$ cat src/source/cp0_cfg.svh
`ifndef CP0_CFG_SVH
`define CP0_CFG_SVH

// CP0 register numbers, all at select 0
`define CP0_REG_BADVADDR 5'd8
`define CP0_REG_COUNT    5'd9
`define CP0_REG_COMPARE  5'd11
`define CP0_REG_STATUS   5'd12
`define CP0_REG_CAUSE    5'd13
`define CP0_REG_EPC      5'd14
`define CP0_REG_PRID     5'd15
`define CP0_REG_CONFIG   5'd16

// Exception vector bases, BEV picks boot or normal
`define EXC_BASE_RESET   32'hBFC0_0000
`define EXC_BASE_BOOT    32'hBFC0_0200
`define EXC_BASE_NORMAL  32'h8000_0000

`define EXC_OFFSET_GENERAL 32'h0000_0180
`define EXC_OFFSET_SPECIAL 32'h0000_0200 // Interrupts when Cause.IV is set

`define PRID_REVISION     8'd1
`define CONFIG_BIG_ENDIAN 1'b1

`endif

$ cat src/source/cp0RegisterPkg.sv
package cp0RegisterPkg;

    // Full CP0 register contents as seen by Mfc0/Mtc0
    typedef logic [31:0] word_t;

    // Rd field of Mfc0/Mtc0
    typedef logic [4:0] regIndex_t;

    // Bit 7 timer, bits 6..2 hardware lines, bits 1..0 software
    typedef logic [7:0] interruptMask_t;

endpackage

$ cat src/source/exceptionPkg.sv
package exceptionPkg;

    typedef logic [3:0]  excCode_t;   // Low four bits of Cause.ExcCode
    typedef logic [31:0] address_t;   // Program or data address

    // One bit per pipeline stage that can raise an exception
    typedef logic [2:0] stageMask_t;

    localparam int STAGE_ID  = 0;
    localparam int STAGE_EX  = 1;
    localparam int STAGE_MEM = 2;

    localparam excCode_t EXC_INT  = 4'd0;
    localparam excCode_t EXC_ADEL = 4'd4;  // Load or fetch address error
    localparam excCode_t EXC_ADES = 4'd5;  // Store address error
    localparam excCode_t EXC_SYS  = 4'd8;
    localparam excCode_t EXC_BP   = 4'd9;
    localparam excCode_t EXC_RI   = 4'd10;
    localparam excCode_t EXC_CPU  = 4'd11; // Coprocessor unusable
    localparam excCode_t EXC_OV   = 4'd12;
    localparam excCode_t EXC_TR   = 4'd13;

endpackage

$ cat src/source/cp0Interfaces.sv
`timescale 1ns/100ps

// Exception take event and CP0 commits, from decode to the register file
interface exceptionTakeIf;
    logic                   take;            // Exception commits this cycle
    exceptionPkg::excCode_t code;
    exceptionPkg::address_t restartPc;
    logic                   branchDelay;     // Faulting instruction sits in a delay slot
    exceptionPkg::address_t badAddress;
    logic                   badAddressValid; // MEM address error only
    logic                   eretCommit;
    logic                   writeCommit;     // Mtc0 allowed to write

    modport decode (output take, code, restartPc, branchDelay, badAddress,
                    output badAddressValid, eretCommit, writeCommit);
    modport execute (input take, code, restartPc, branchDelay, badAddress,
                     input badAddressValid, eretCommit, writeCommit);
endinterface

// Architectural CP0 state, owned by the register file
interface cp0StateIf;
    logic                           cu0;
    logic                           bev;
    cp0RegisterPkg::interruptMask_t im;
    logic                           um;
    logic                           exl;
    logic                           ie;
    logic                           branchDelay; // Cause.BD
    logic                           iv;
    cp0RegisterPkg::interruptMask_t ip;
    exceptionPkg::excCode_t         code;
    cp0RegisterPkg::word_t          epc;
    cp0RegisterPkg::word_t          badVAddr;
    cp0RegisterPkg::word_t          count;
    cp0RegisterPkg::word_t          compare;
    logic                           kernelMode;

    modport state (output cu0, bev, im, um, exl, ie, branchDelay, iv, ip, code,
                   output epc, badVAddr, count, compare, kernelMode);
    modport view (input cu0, bev, im, um, exl, ie, branchDelay, iv, ip, code,
                  input epc, badVAddr, count, compare, kernelMode);
endinterface

$ cat src/source/exceptionDecode.sv
`timescale 1ns/100ps

module exceptionDecode (
    input  logic                   clock,
    input  logic                   reset,
    input  logic                   mfc0,
    input  logic                   mtc0,
    input  logic                   eret,
    input  logic                   ifStall,
    input  logic                   idStall,    // No commits while high
    input  logic                   excAdEL,
    input  logic                   excAdES,
    input  logic                   excOv,
    input  logic                   excTr,
    input  logic                   excSys,
    input  logic                   excBp,
    input  logic                   excRi,
    input  exceptionPkg::address_t idRestartPc,
    input  exceptionPkg::address_t exRestartPc,
    input  exceptionPkg::address_t memRestartPc,
    input  logic                   idIsBd,
    input  logic                   exIsBd,
    input  logic                   memIsBd,
    input  exceptionPkg::address_t badAddrMem,
    input  logic                   idIsFlushed,
    input  logic                   idCanErr,   // Cumulative over ID, EX and MEM
    input  logic                   exCanErr,   // Cumulative over EX and MEM
    input  logic                   memCanErr,
    exceptionTakeIf.decode         take,
    cp0StateIf.view                state,
    output logic                   idExceptionStall,
    output logic                   exExceptionStall,
    output logic                   memExceptionStall,
    output logic                   ifExceptionFlush,
    output logic                   idExceptionFlush,
    output logic                   exExceptionFlush,
    output logic                   memExceptionFlush,
    output logic                   excPcSelect
);
    logic                     kernelAccess;
    logic                     coprocessorUnusable;
    logic                     interruptDetect;
    exceptionPkg::stageMask_t detect;
    exceptionPkg::stageMask_t mask;
    exceptionPkg::stageMask_t ready;
    logic                     resetQ;

    assign kernelAccess        = state.cu0 | state.kernelMode;
    assign coprocessorUnusable = (mfc0 | mtc0 | eret) & ~kernelAccess;

    // Interrupts only enter on a clean pipeline, and never beside an ERET
    assign interruptDetect = state.ie & (|(state.ip & state.im)) & ~state.exl
                           & ~idIsFlushed & ~idCanErr & ~eret;

    assign detect[exceptionPkg::STAGE_MEM] = excAdEL | excAdES | excTr;
    assign detect[exceptionPkg::STAGE_EX]  = excOv;
    assign detect[exceptionPkg::STAGE_ID]  = excSys | excBp | excRi | coprocessorUnusable
                                           | interruptDetect;

    // A stage waits while any later stage may still fault
    assign mask[exceptionPkg::STAGE_MEM] = ifStall;
    assign mask[exceptionPkg::STAGE_EX]  = ifStall | memCanErr;
    assign mask[exceptionPkg::STAGE_ID]  = ifStall | memCanErr | exCanErr;

    assign ready = detect & ~mask & {3{~idStall}}; // Nested masks, oldest detect is ready first

    assign memExceptionStall = detect[exceptionPkg::STAGE_MEM] & mask[exceptionPkg::STAGE_MEM];
    assign exExceptionStall  = detect[exceptionPkg::STAGE_EX] & mask[exceptionPkg::STAGE_EX]
                             & ~detect[exceptionPkg::STAGE_MEM];
    assign idExceptionStall  = (detect[exceptionPkg::STAGE_ID] | eret | mtc0)
                             & mask[exceptionPkg::STAGE_ID]
                             & ~(detect[exceptionPkg::STAGE_EX] | detect[exceptionPkg::STAGE_MEM]);

    // A faulting stage flushes itself and everything behind it
    assign memExceptionFlush = detect[exceptionPkg::STAGE_MEM];
    assign exExceptionFlush  = memExceptionFlush | detect[exceptionPkg::STAGE_EX];
    assign idExceptionFlush  = exExceptionFlush | detect[exceptionPkg::STAGE_ID];
    assign ifExceptionFlush  = idExceptionFlush | take.eretCommit | resetQ;

    // ERET and Mtc0 wait under the ID mask like an ID exception
    assign take.take            = |ready;
    assign take.eretCommit      = eret & kernelAccess & ~idStall
                                & ~mask[exceptionPkg::STAGE_ID];
    assign take.writeCommit     = mtc0 & kernelAccess & ~idStall
                                & ~mask[exceptionPkg::STAGE_ID] & ~idExceptionFlush;
    assign take.badAddress      = badAddrMem;
    assign take.badAddressValid = ready[exceptionPkg::STAGE_MEM] & (excAdEL | excAdES);

    assign excPcSelect = reset | take.eretCommit | take.take;

    // Forward-most stage wins, interrupt last
    always_comb begin
        if (excAdEL)                  take.code = exceptionPkg::EXC_ADEL;
        else if (excAdES)             take.code = exceptionPkg::EXC_ADES;
        else if (excTr)               take.code = exceptionPkg::EXC_TR;
        else if (excOv)               take.code = exceptionPkg::EXC_OV;
        else if (excSys)              take.code = exceptionPkg::EXC_SYS;
        else if (excBp)               take.code = exceptionPkg::EXC_BP;
        else if (excRi)               take.code = exceptionPkg::EXC_RI;
        else if (coprocessorUnusable) take.code = exceptionPkg::EXC_CPU;
        else                          take.code = exceptionPkg::EXC_INT;
    end

    always_comb begin
        if (detect[exceptionPkg::STAGE_MEM]) begin
            take.restartPc   = memRestartPc;
            take.branchDelay = memIsBd;
        end else if (detect[exceptionPkg::STAGE_EX]) begin
            take.restartPc   = exRestartPc;
            take.branchDelay = exIsBd;
        end else begin
            take.restartPc   = idRestartPc;
            take.branchDelay = idIsBd;
        end
    end

    always_ff @(posedge clock) begin
        resetQ <= reset; // IF flush one cycle after reset
    end
endmodule

$ cat src/source/cp0RegisterExecute.sv
`timescale 1ns/100ps
`include "cp0_cfg.svh"

module cp0RegisterExecute (
    input  logic                      clock,
    input  logic                      reset,
    input  cp0RegisterPkg::regIndex_t registerIndex,
    input  cp0RegisterPkg::word_t     writeData,
    input  logic [4:0]                interrupts,  // Hardware lines into IP[6:2]
    exceptionTakeIf.execute           take,
    cp0StateIf.state                  state
);
    logic countWrite;
    logic compareWrite;
    logic statusWrite;
    logic causeWrite;
    logic epcWrite;
    logic timerMatch;

    assign countWrite   = take.writeCommit & (registerIndex == `CP0_REG_COUNT);
    assign compareWrite = take.writeCommit & (registerIndex == `CP0_REG_COMPARE);
    assign statusWrite  = take.writeCommit & (registerIndex == `CP0_REG_STATUS);
    assign causeWrite   = take.writeCommit & (registerIndex == `CP0_REG_CAUSE);
    assign epcWrite     = take.writeCommit & (registerIndex == `CP0_REG_EPC);

    assign timerMatch       = state.count == state.compare;
    assign state.kernelMode = ~state.um | state.exl;

    always_ff @(posedge clock) begin
        if (reset) begin
            state.count       <= '0;
            state.compare     <= '0;
            state.cu0         <= 1'b0;
            state.bev         <= 1'b1;  // Boot vectors until software clears BEV
            state.im          <= '0;
            state.um          <= 1'b0;
            state.exl         <= 1'b0;
            state.ie          <= 1'b0;
            state.branchDelay <= 1'b0;
            state.iv          <= 1'b0;
            state.ip          <= '0;
            state.code        <= exceptionPkg::EXC_INT;
        end else begin
            state.count <= countWrite ? writeData : state.count + 32'd1;
            if (compareWrite) begin
                state.compare <= writeData;
            end
            if (statusWrite) begin
                state.cu0 <= writeData[28];
                state.bev <= writeData[22];
                state.im  <= writeData[15:8];
                state.um  <= writeData[4];
                state.ie  <= writeData[0];
            end
            if (causeWrite) begin
                state.iv      <= writeData[23];
                state.ip[1:0] <= writeData[9:8]; // Software interrupts
            end

            // Timer pending is sticky until Compare is rewritten
            if (compareWrite)
                state.ip[7] <= 1'b0;
            else if (timerMatch)
                state.ip[7] <= 1'b1;
            state.ip[6:2] <= interrupts;

            if (take.take) begin
                state.exl  <= 1'b1;
                state.code <= take.code;
                if (!state.exl)
                    state.branchDelay <= take.branchDelay; // Nested exceptions keep BD
            end else if (statusWrite) begin
                state.exl <= writeData[1];
            end else if (take.eretCommit) begin
                state.exl <= 1'b0;
            end
        end
    end

    // EPC and BadVAddr carry addresses only
    always_ff @(posedge clock) begin
        if (take.take) begin
            if (!state.exl)
                state.epc <= take.restartPc;
        end else if (epcWrite) begin
            state.epc <= writeData;
        end
        if (take.badAddressValid)
            state.badVAddr <= take.badAddress;
    end
endmodule

$ cat src/source/cp0ReadResult.sv
`timescale 1ns/100ps
`include "cp0_cfg.svh"

module cp0ReadResult (
    input  logic                      reset,
    input  logic                      mfc0,
    input  logic                      eret,
    input  logic                      idStall,
    input  cp0RegisterPkg::regIndex_t registerIndex,
    input  exceptionPkg::excCode_t    excCode,      // Prioritized code from decode
    cp0StateIf.view                   state,
    output cp0RegisterPkg::word_t     readData,
    output exceptionPkg::address_t    excPcOut
);
    logic                   kernelAccess;
    cp0RegisterPkg::word_t  statusWord;
    cp0RegisterPkg::word_t  causeWord;
    cp0RegisterPkg::word_t  pridWord;
    cp0RegisterPkg::word_t  configWord;
    exceptionPkg::address_t vectorBase;
    exceptionPkg::address_t vectorOffset;

    assign kernelAccess = state.cu0 | state.kernelMode;

    // Unimplemented fields read as zero
    assign statusWord = {3'b000, state.cu0, 5'b00000, state.bev, 6'b000000, state.im,
                         3'b000, state.um, 2'b00, state.exl, state.ie};
    assign causeWord  = {state.branchDelay, 7'b0000000, state.iv, 7'b0000000, state.ip,
                         2'b00, state.code, 2'b00};
    assign pridWord   = {24'h000000, `PRID_REVISION};
    assign configWord = {1'b1, 15'h0000, `CONFIG_BIG_ENDIAN, 15'h0000}; // M set, BE at bit 15

    always_comb begin
        readData = '0;
        if (mfc0 && kernelAccess) begin
            case (registerIndex)
                `CP0_REG_BADVADDR: readData = state.badVAddr;
                `CP0_REG_COUNT:    readData = state.count;
                `CP0_REG_COMPARE:  readData = state.compare;
                `CP0_REG_STATUS:   readData = statusWord;
                `CP0_REG_CAUSE:    readData = causeWord;
                `CP0_REG_EPC:      readData = state.epc;
                `CP0_REG_PRID:     readData = pridWord;
                `CP0_REG_CONFIG:   readData = configWord;
                default:           readData = '0;
            endcase
        end
    end

    assign vectorBase   = state.bev ? `EXC_BASE_BOOT : `EXC_BASE_NORMAL;
    assign vectorOffset = (excCode == exceptionPkg::EXC_INT && state.iv) ?
                          `EXC_OFFSET_SPECIAL : `EXC_OFFSET_GENERAL;

    always_comb begin
        if (reset)
            excPcOut = `EXC_BASE_RESET;
        else if (eret && kernelAccess && !idStall)
            excPcOut = state.epc;                // Return from exception
        else
            excPcOut = vectorBase + vectorOffset;
    end
endmodule

$ cat src/source/coprocessorZero.sv
`timescale 1ns/100ps

module coprocessorZero (
    input  logic                           clock,
    input  logic                           reset,
    input  logic                           mfc0,
    input  logic                           mtc0,
    input  logic                           eret,
    input  logic                           ifStall,
    input  logic                           idStall,
    input  cp0RegisterPkg::regIndex_t      registerIndex,
    input  cp0RegisterPkg::word_t          writeData,
    input  logic [4:0]                     interrupts,
    input  logic                           excAdEL,
    input  logic                           excAdES,
    input  logic                           excOv,
    input  logic                           excTr,
    input  logic                           excSys,
    input  logic                           excBp,
    input  logic                           excRi,
    input  exceptionPkg::address_t         idRestartPc,
    input  exceptionPkg::address_t         exRestartPc,
    input  exceptionPkg::address_t         memRestartPc,
    input  logic                           idIsBd,
    input  logic                           exIsBd,
    input  logic                           memIsBd,
    input  exceptionPkg::address_t         badAddrMem,
    input  logic                           idIsFlushed,
    input  logic                           idCanErr,
    input  logic                           exCanErr,
    input  logic                           memCanErr,
    output cp0RegisterPkg::word_t          readData,
    output logic                           kernelMode,
    output logic                           idExceptionStall,
    output logic                           exExceptionStall,
    output logic                           memExceptionStall,
    output logic                           ifExceptionFlush,
    output logic                           idExceptionFlush,
    output logic                           exExceptionFlush,
    output logic                           memExceptionFlush,
    output logic                           excPcSelect,
    output exceptionPkg::address_t         excPcOut,
    output cp0RegisterPkg::interruptMask_t pendingInterrupts
);
    exceptionTakeIf takeBus ();
    cp0StateIf      stateBus ();

    assign kernelMode        = stateBus.kernelMode;
    assign pendingInterrupts = stateBus.ip;  // Cause.IP for diagnostics

    exceptionDecode u_exceptionDecode (
        .clock(clock), .reset(reset), .mfc0(mfc0), .mtc0(mtc0), .eret(eret),
        .ifStall(ifStall), .idStall(idStall),
        .excAdEL(excAdEL), .excAdES(excAdES), .excOv(excOv), .excTr(excTr),
        .excSys(excSys), .excBp(excBp), .excRi(excRi),
        .idRestartPc(idRestartPc), .exRestartPc(exRestartPc), .memRestartPc(memRestartPc),
        .idIsBd(idIsBd), .exIsBd(exIsBd), .memIsBd(memIsBd),
        .badAddrMem(badAddrMem), .idIsFlushed(idIsFlushed),
        .idCanErr(idCanErr), .exCanErr(exCanErr), .memCanErr(memCanErr),
        .take(takeBus.decode), .state(stateBus.view),
        .idExceptionStall(idExceptionStall), .exExceptionStall(exExceptionStall),
        .memExceptionStall(memExceptionStall), .ifExceptionFlush(ifExceptionFlush),
        .idExceptionFlush(idExceptionFlush), .exExceptionFlush(exExceptionFlush),
        .memExceptionFlush(memExceptionFlush), .excPcSelect(excPcSelect)
    );

    cp0RegisterExecute u_cp0RegisterExecute (
        .clock(clock), .reset(reset), .registerIndex(registerIndex),
        .writeData(writeData), .interrupts(interrupts),
        .take(takeBus.execute), .state(stateBus.state)
    );

    // Vector choice follows the code decode has prioritized
    // EPC is only returned for an ERET that decode lets commit
    cp0ReadResult u_cp0ReadResult (
        .reset(reset), .mfc0(mfc0), .eret(takeBus.eretCommit), .idStall(idStall),
        .registerIndex(registerIndex), .excCode(takeBus.code), .state(stateBus.view),
        .readData(readData), .excPcOut(excPcOut)
    );
endmodule

$ cat config.mk
export PLATFORM = sky130hd
export DESIGN_NAME = coprocessorZero
export DESIGN_NICKNAME = d
export VERILOG_FILES = /design/src/source/cp0RegisterPkg.sv /design/src/source/exceptionPkg.sv /design/src/source/cp0Interfaces.sv /design/src/source/exceptionDecode.sv /design/src/source/cp0RegisterExecute.sv /design/src/source/cp0ReadResult.sv /design/src/source/coprocessorZero.sv
export VERILOG_INCLUDE_DIRS = /design/src /design/src/source
export SDC_FILE = /design/constraint.sdc
export NUM_CORES = 1
export LEC_CHECK = 0
export BUFFER_PORTS_ARGS = -buffer_cell sky130_fd_sc_hd__clkbuf_2
export CORE_MARGIN = 4
export CORE_UTILIZATION = 50
export DETAILED_ROUTE_END_ITERATION = 7
export PLACE_DENSITY = 0.89
export SETUP_SLACK_MARGIN = 0.4
export SYNTH_ARGS = -nofsm -noshare
export SYNTH_HDL_FRONTEND = slang
export SYNTH_SLANG_ARGS = --single-unit
$ cat constraint.sdc
create_clock -name clock -period 9.15 [get_ports clock]
set_input_delay 1.3725 -clock clock [delete_from_list [all_inputs] [get_ports clock]]
set_output_delay 1.3725 -clock clock [all_outputs]
set_load 0.01 [all_outputs]
==> summary.md <==
| Metric | Value |
|---|---|
| Worst clock skew on the final layout | 0.009206 ns |
| First-iteration detailed-routing DRC count | 902 |
| Worst relative slew slack | 0.07103 |
| Syn Area/Cell | 9.381 um2 |
| Setup repair after global routing missed its margin | false |
| Synthesized instance count | 939 |
| Setup violations, final | 0 |
| Maximum number of pins on one net before global-route repair | 98 |
| Top sig layer | met4 |
| Power per cell area | 149.6 nW/um2 |
| Routed length on met3 | 2.396 mm |
| WHS | approximately 0.48 ns |
| Worst-margin pin slew | around 1.4 ns |
| DIE AREA | 19800 um2 |
| Most frequent cell after synthesis | sky130_fd_sc_hd__nand2_1 |
| Required time of the worst setup path | about 7.8 ns |
| Share of post-route cells with drive strength above 1 | 0.3117 |
| All-layer global routing usage | 0.2889 |
| Sum of negative setup slack | 0 ns |
| Capturing element type of the critical path | primary output |
| Number of global-route vias before repair | 8562 |
| Antenna violations before repair | 0 |
| Final hold violation count | 0 |
| Part of the cycle the worst path needs | 0.5748 |
| Worst hold-check path type | reg -> reg |
| Detailed route wirelength on metal2 | 14.75 mm |
| Top cells by area in the synthesized netlist | sky130_fd_sc_hd__edfxtp_1 22%, sky130_fd_sc_hd__dfxtp_1 21%, sky130_fd_sc_hd__a22oi_1 5.6% |
| Overall overflow remaining after global route | 0 |
| Top post-synthesis cells by count | 118 x sky130_fd_sc_hd__nand2_1, 92 x sky130_fd_sc_hd__dfxtp_1, 72 x sky130_fd_sc_hd__a21oi_1 |
| Cell accounting for the most synthesized area | sky130_fd_sc_hd__edfxtp_1 |
| Maximum buffer depth of the clock tree | 2 |
| Highest net fanout along the worst path | 17 |
| Max-capacitance violation count | 0 |
| Total CTS buffers | 17 |
| Kind of launch point of the worst setup path | primary input |
| Sink Count | roughly 160 |
| Top-level port count | roughly 270 |
| Residual DRC | 0 |
| Core Box Area | between 15000 and 20000 um2 |
| Synth Register Bits | 156 |
| Initial core utilization | 0.5093 |
| Worst Path Class, Setup | in -> out |
| First drt pass iteration count | 6 |
| Max Clk Rate | 190.1 MHz |
| Mapped Nets | 1132 |
| Post-synthesis cell type count | 61 |
| Post-CTS Hold Fix Bufs | 0 |
| Cell Rows | 48 |
| Longest individual stage delay on the worst path | 1.15 ns |
| Worst IR Drop VDD | 0.0001442 V |
| Leakage Power | 4.246 nW |
| Antenna viol nets, final | 0 |
| Placed Cells incl. Taps | approximately 1400 |
| Data arrival at the endpoint of the critical path | 3.89 ns |
| Proportion of netlist area held by the largest area contributor | 0.2182 |
| Number of max-slew violations in the final report | 0 |
| Share of synthesized flip-flops with an asynchronous set or reset | 0 |
| Summed instance area of the synthesized netlist | approximately 8800 um2 |
| Final cell count without fillers | 1409 |
| Setup bufs post-CTS | 0 |
| Post-DP HPWL | 20.48 mm |
| Number of H-tree branching levels | 4 |
| Detailed-routing wirelength on met1 | approximately 11 mm |
| Syn-to-layout area delta | 23.71% |
| Top_reg_cell synth | sky130_fd_sc_hd__dfxtp_1 |
| Number of antenna cells inserted | 0 |
| Cells along the critical path | clkbuf_2, nor3b_1, nor3b_2, buf_4, a222oi_1, a21oi_1, clkbuf_2 |
| Number of warnings printed during yosys synthesis | 0 |
| Library cell appearing most often on the critical path | sky130_fd_sc_hd__clkbuf_2 |
| CTS tree | yes |
| Per-cell via count in the routed design | ~6 |
| Part of the Yosys area used for sequential elements | 0.4273 |
| Family with the most delay on the worst path | simple AND/OR/NAND/NOR gates |
| Routed vias | about 8500 |
| Worst-path cell with the longest stage delay | sky130_fd_sc_hd__nor3b_2 |
| Clock period minus final worst setup slack | 5.259 ns |
| Number of buffers added on ports | 271 |
| Die extent in x | 140.7 um |
| Number of nets in the layout | 1364 |
| Total of cells resized after clock tree synthesis | 0 |
| Clock latency at the later pin of the worst-skew pair | around 0.43 ns |
| Clk pin slew, worst setup/hold paths | about 0.060 ns |
| Routability congestion estimate from global placement | 0.8584 |
| Die H | 140.7 um |
| EDFF count, synth | 64 |
| Root cell of the clock tree | sky130_fd_sc_hd__clkbuf_16 |
| Aggregate routed wire length | 29.06 mm |
| Outcome | complete, no violations |
| Crit path buf inv count | 3 |
| Wire length of the first global-routing pass | 45.27 mm |
| Routed wirelength normalized by instance count | 20.63 um |
==> cell usage in the layout (no fill, tap or decap), types with 25 or more instances in the layout <==
cell type,count
sky130_fd_sc_hd__edfxtp_1,64
sky130_fd_sc_hd__mux2_4,27
sky130_fd_sc_hd__nand2_1,118
sky130_fd_sc_hd__mux2i_1,44
sky130_fd_sc_hd__a22oi_1,66
sky130_fd_sc_hd__a21oi_1,72
sky130_fd_sc_hd__a211oi_1,33
sky130_fd_sc_hd__xnor2_1,37
sky130_fd_sc_hd__clkbuf_2,270
sky130_fd_sc_hd__nor2_1,56
sky130_fd_sc_hd__xor2_1,25
sky130_fd_sc_hd__o21ai_0,39
sky130_fd_sc_hd__dfxtp_1,92
==> area by class of cell <==
type / instances / area [um2]
tap: 225 / 281.5
clock buffer: 22 / 518.0
sequential: 156 / 3764
fill: 1482 / 6400
timing repair buffer: 287 / 1476
inverter: 7 / 26.28
clock inverter: 10 / 73.82
multi-input combinational: 702 / 4757
==> tightest hold or removal path, cell delays in order, from the launching register on <==
cell and delay, ns:
sky130_fd_sc_hd__dfxtp_1 0.33, sky130_fd_sc_hd__nand2_1 0.06, sky130_fd_sc_hd__a21oi_1 0.05
==> where the power goes <==
group	total, mW	switching [mW]	internal [mW]
sequential	0.765	0.0138	0.751
combinational	0.170	0.0911	0.0785
clock	0.696	0.291	0.405
==> metal layers <==
layer  vias up  global-route usage
li1       3943                   -
met1      4048              0.3469
met2       419              0.5113
met3        67             0.05631
met4         0              0.1101
met5         -                   0
==> flip-flops by register name (all words and copies together) (netlist names), 4 cells and up <==
name                                 count
u_cp0RegisterExecute.state.count        32
u_cp0RegisterExecute.state.im            8
u_cp0RegisterExecute.state.compare      32
u_cp0RegisterExecute.state.ip            8
u_cp0RegisterExecute.state.code          4
u_cp0RegisterExecute.state.badVAddr     32
u_cp0RegisterExecute.state.epc          32
==> stage by stage <==
| step | util | total power [mW] | setup WS (ns) | cell area, um2 |
|---|---|---|---|---|
| CTS | 0.6300 | 1.635 | 3.906 | 10900 |
| floorplan | - | 0.8651 | 4.502 | 8808 |
| finish | 0.6300 | 1.631 | 3.891 | 10900 |
| global route | 0.6300 | 1.684 | 3.747 | 10900 |
| global placement | 0.5958 | 0.9429 | 3.969 | 10300 |
| detailed placement | 0.5958 | 0.9485 | 3.905 | 10300 |
==> path summary, 6_finish.rpt <==
kind                                          startpoint  cells past startpoint  slack [ns]                                endpoint
setup / recovery                        registerIndex[2]                      7        3.89                            readData[23]
hold / removal    u_cp0RegisterExecute.state.compare[17]                      2        0.48  u_cp0RegisterExecute.state.compare[17]
setup reg to reg          u_cp0RegisterExecute.state.exl                      5        6.44          u_cp0RegisterExecute.state.bev
hold reg to reg   u_cp0RegisterExecute.state.compare[17]                      2        0.48  u_cp0RegisterExecute.state.compare[17]
==> cells by family after synthesis <==
group | synth area share
DFF | 0.4273
xor gates and xnor gates | 0.06165
muxes | 0.1024
buffers and inverters | 0.03849
and+or+nand+nor | 0.1665
adders and majority gates | 0.002840
AOI/OAI and AO/OA | 0.2009
No activity file was read; power rests on OpenSTA's default activity.
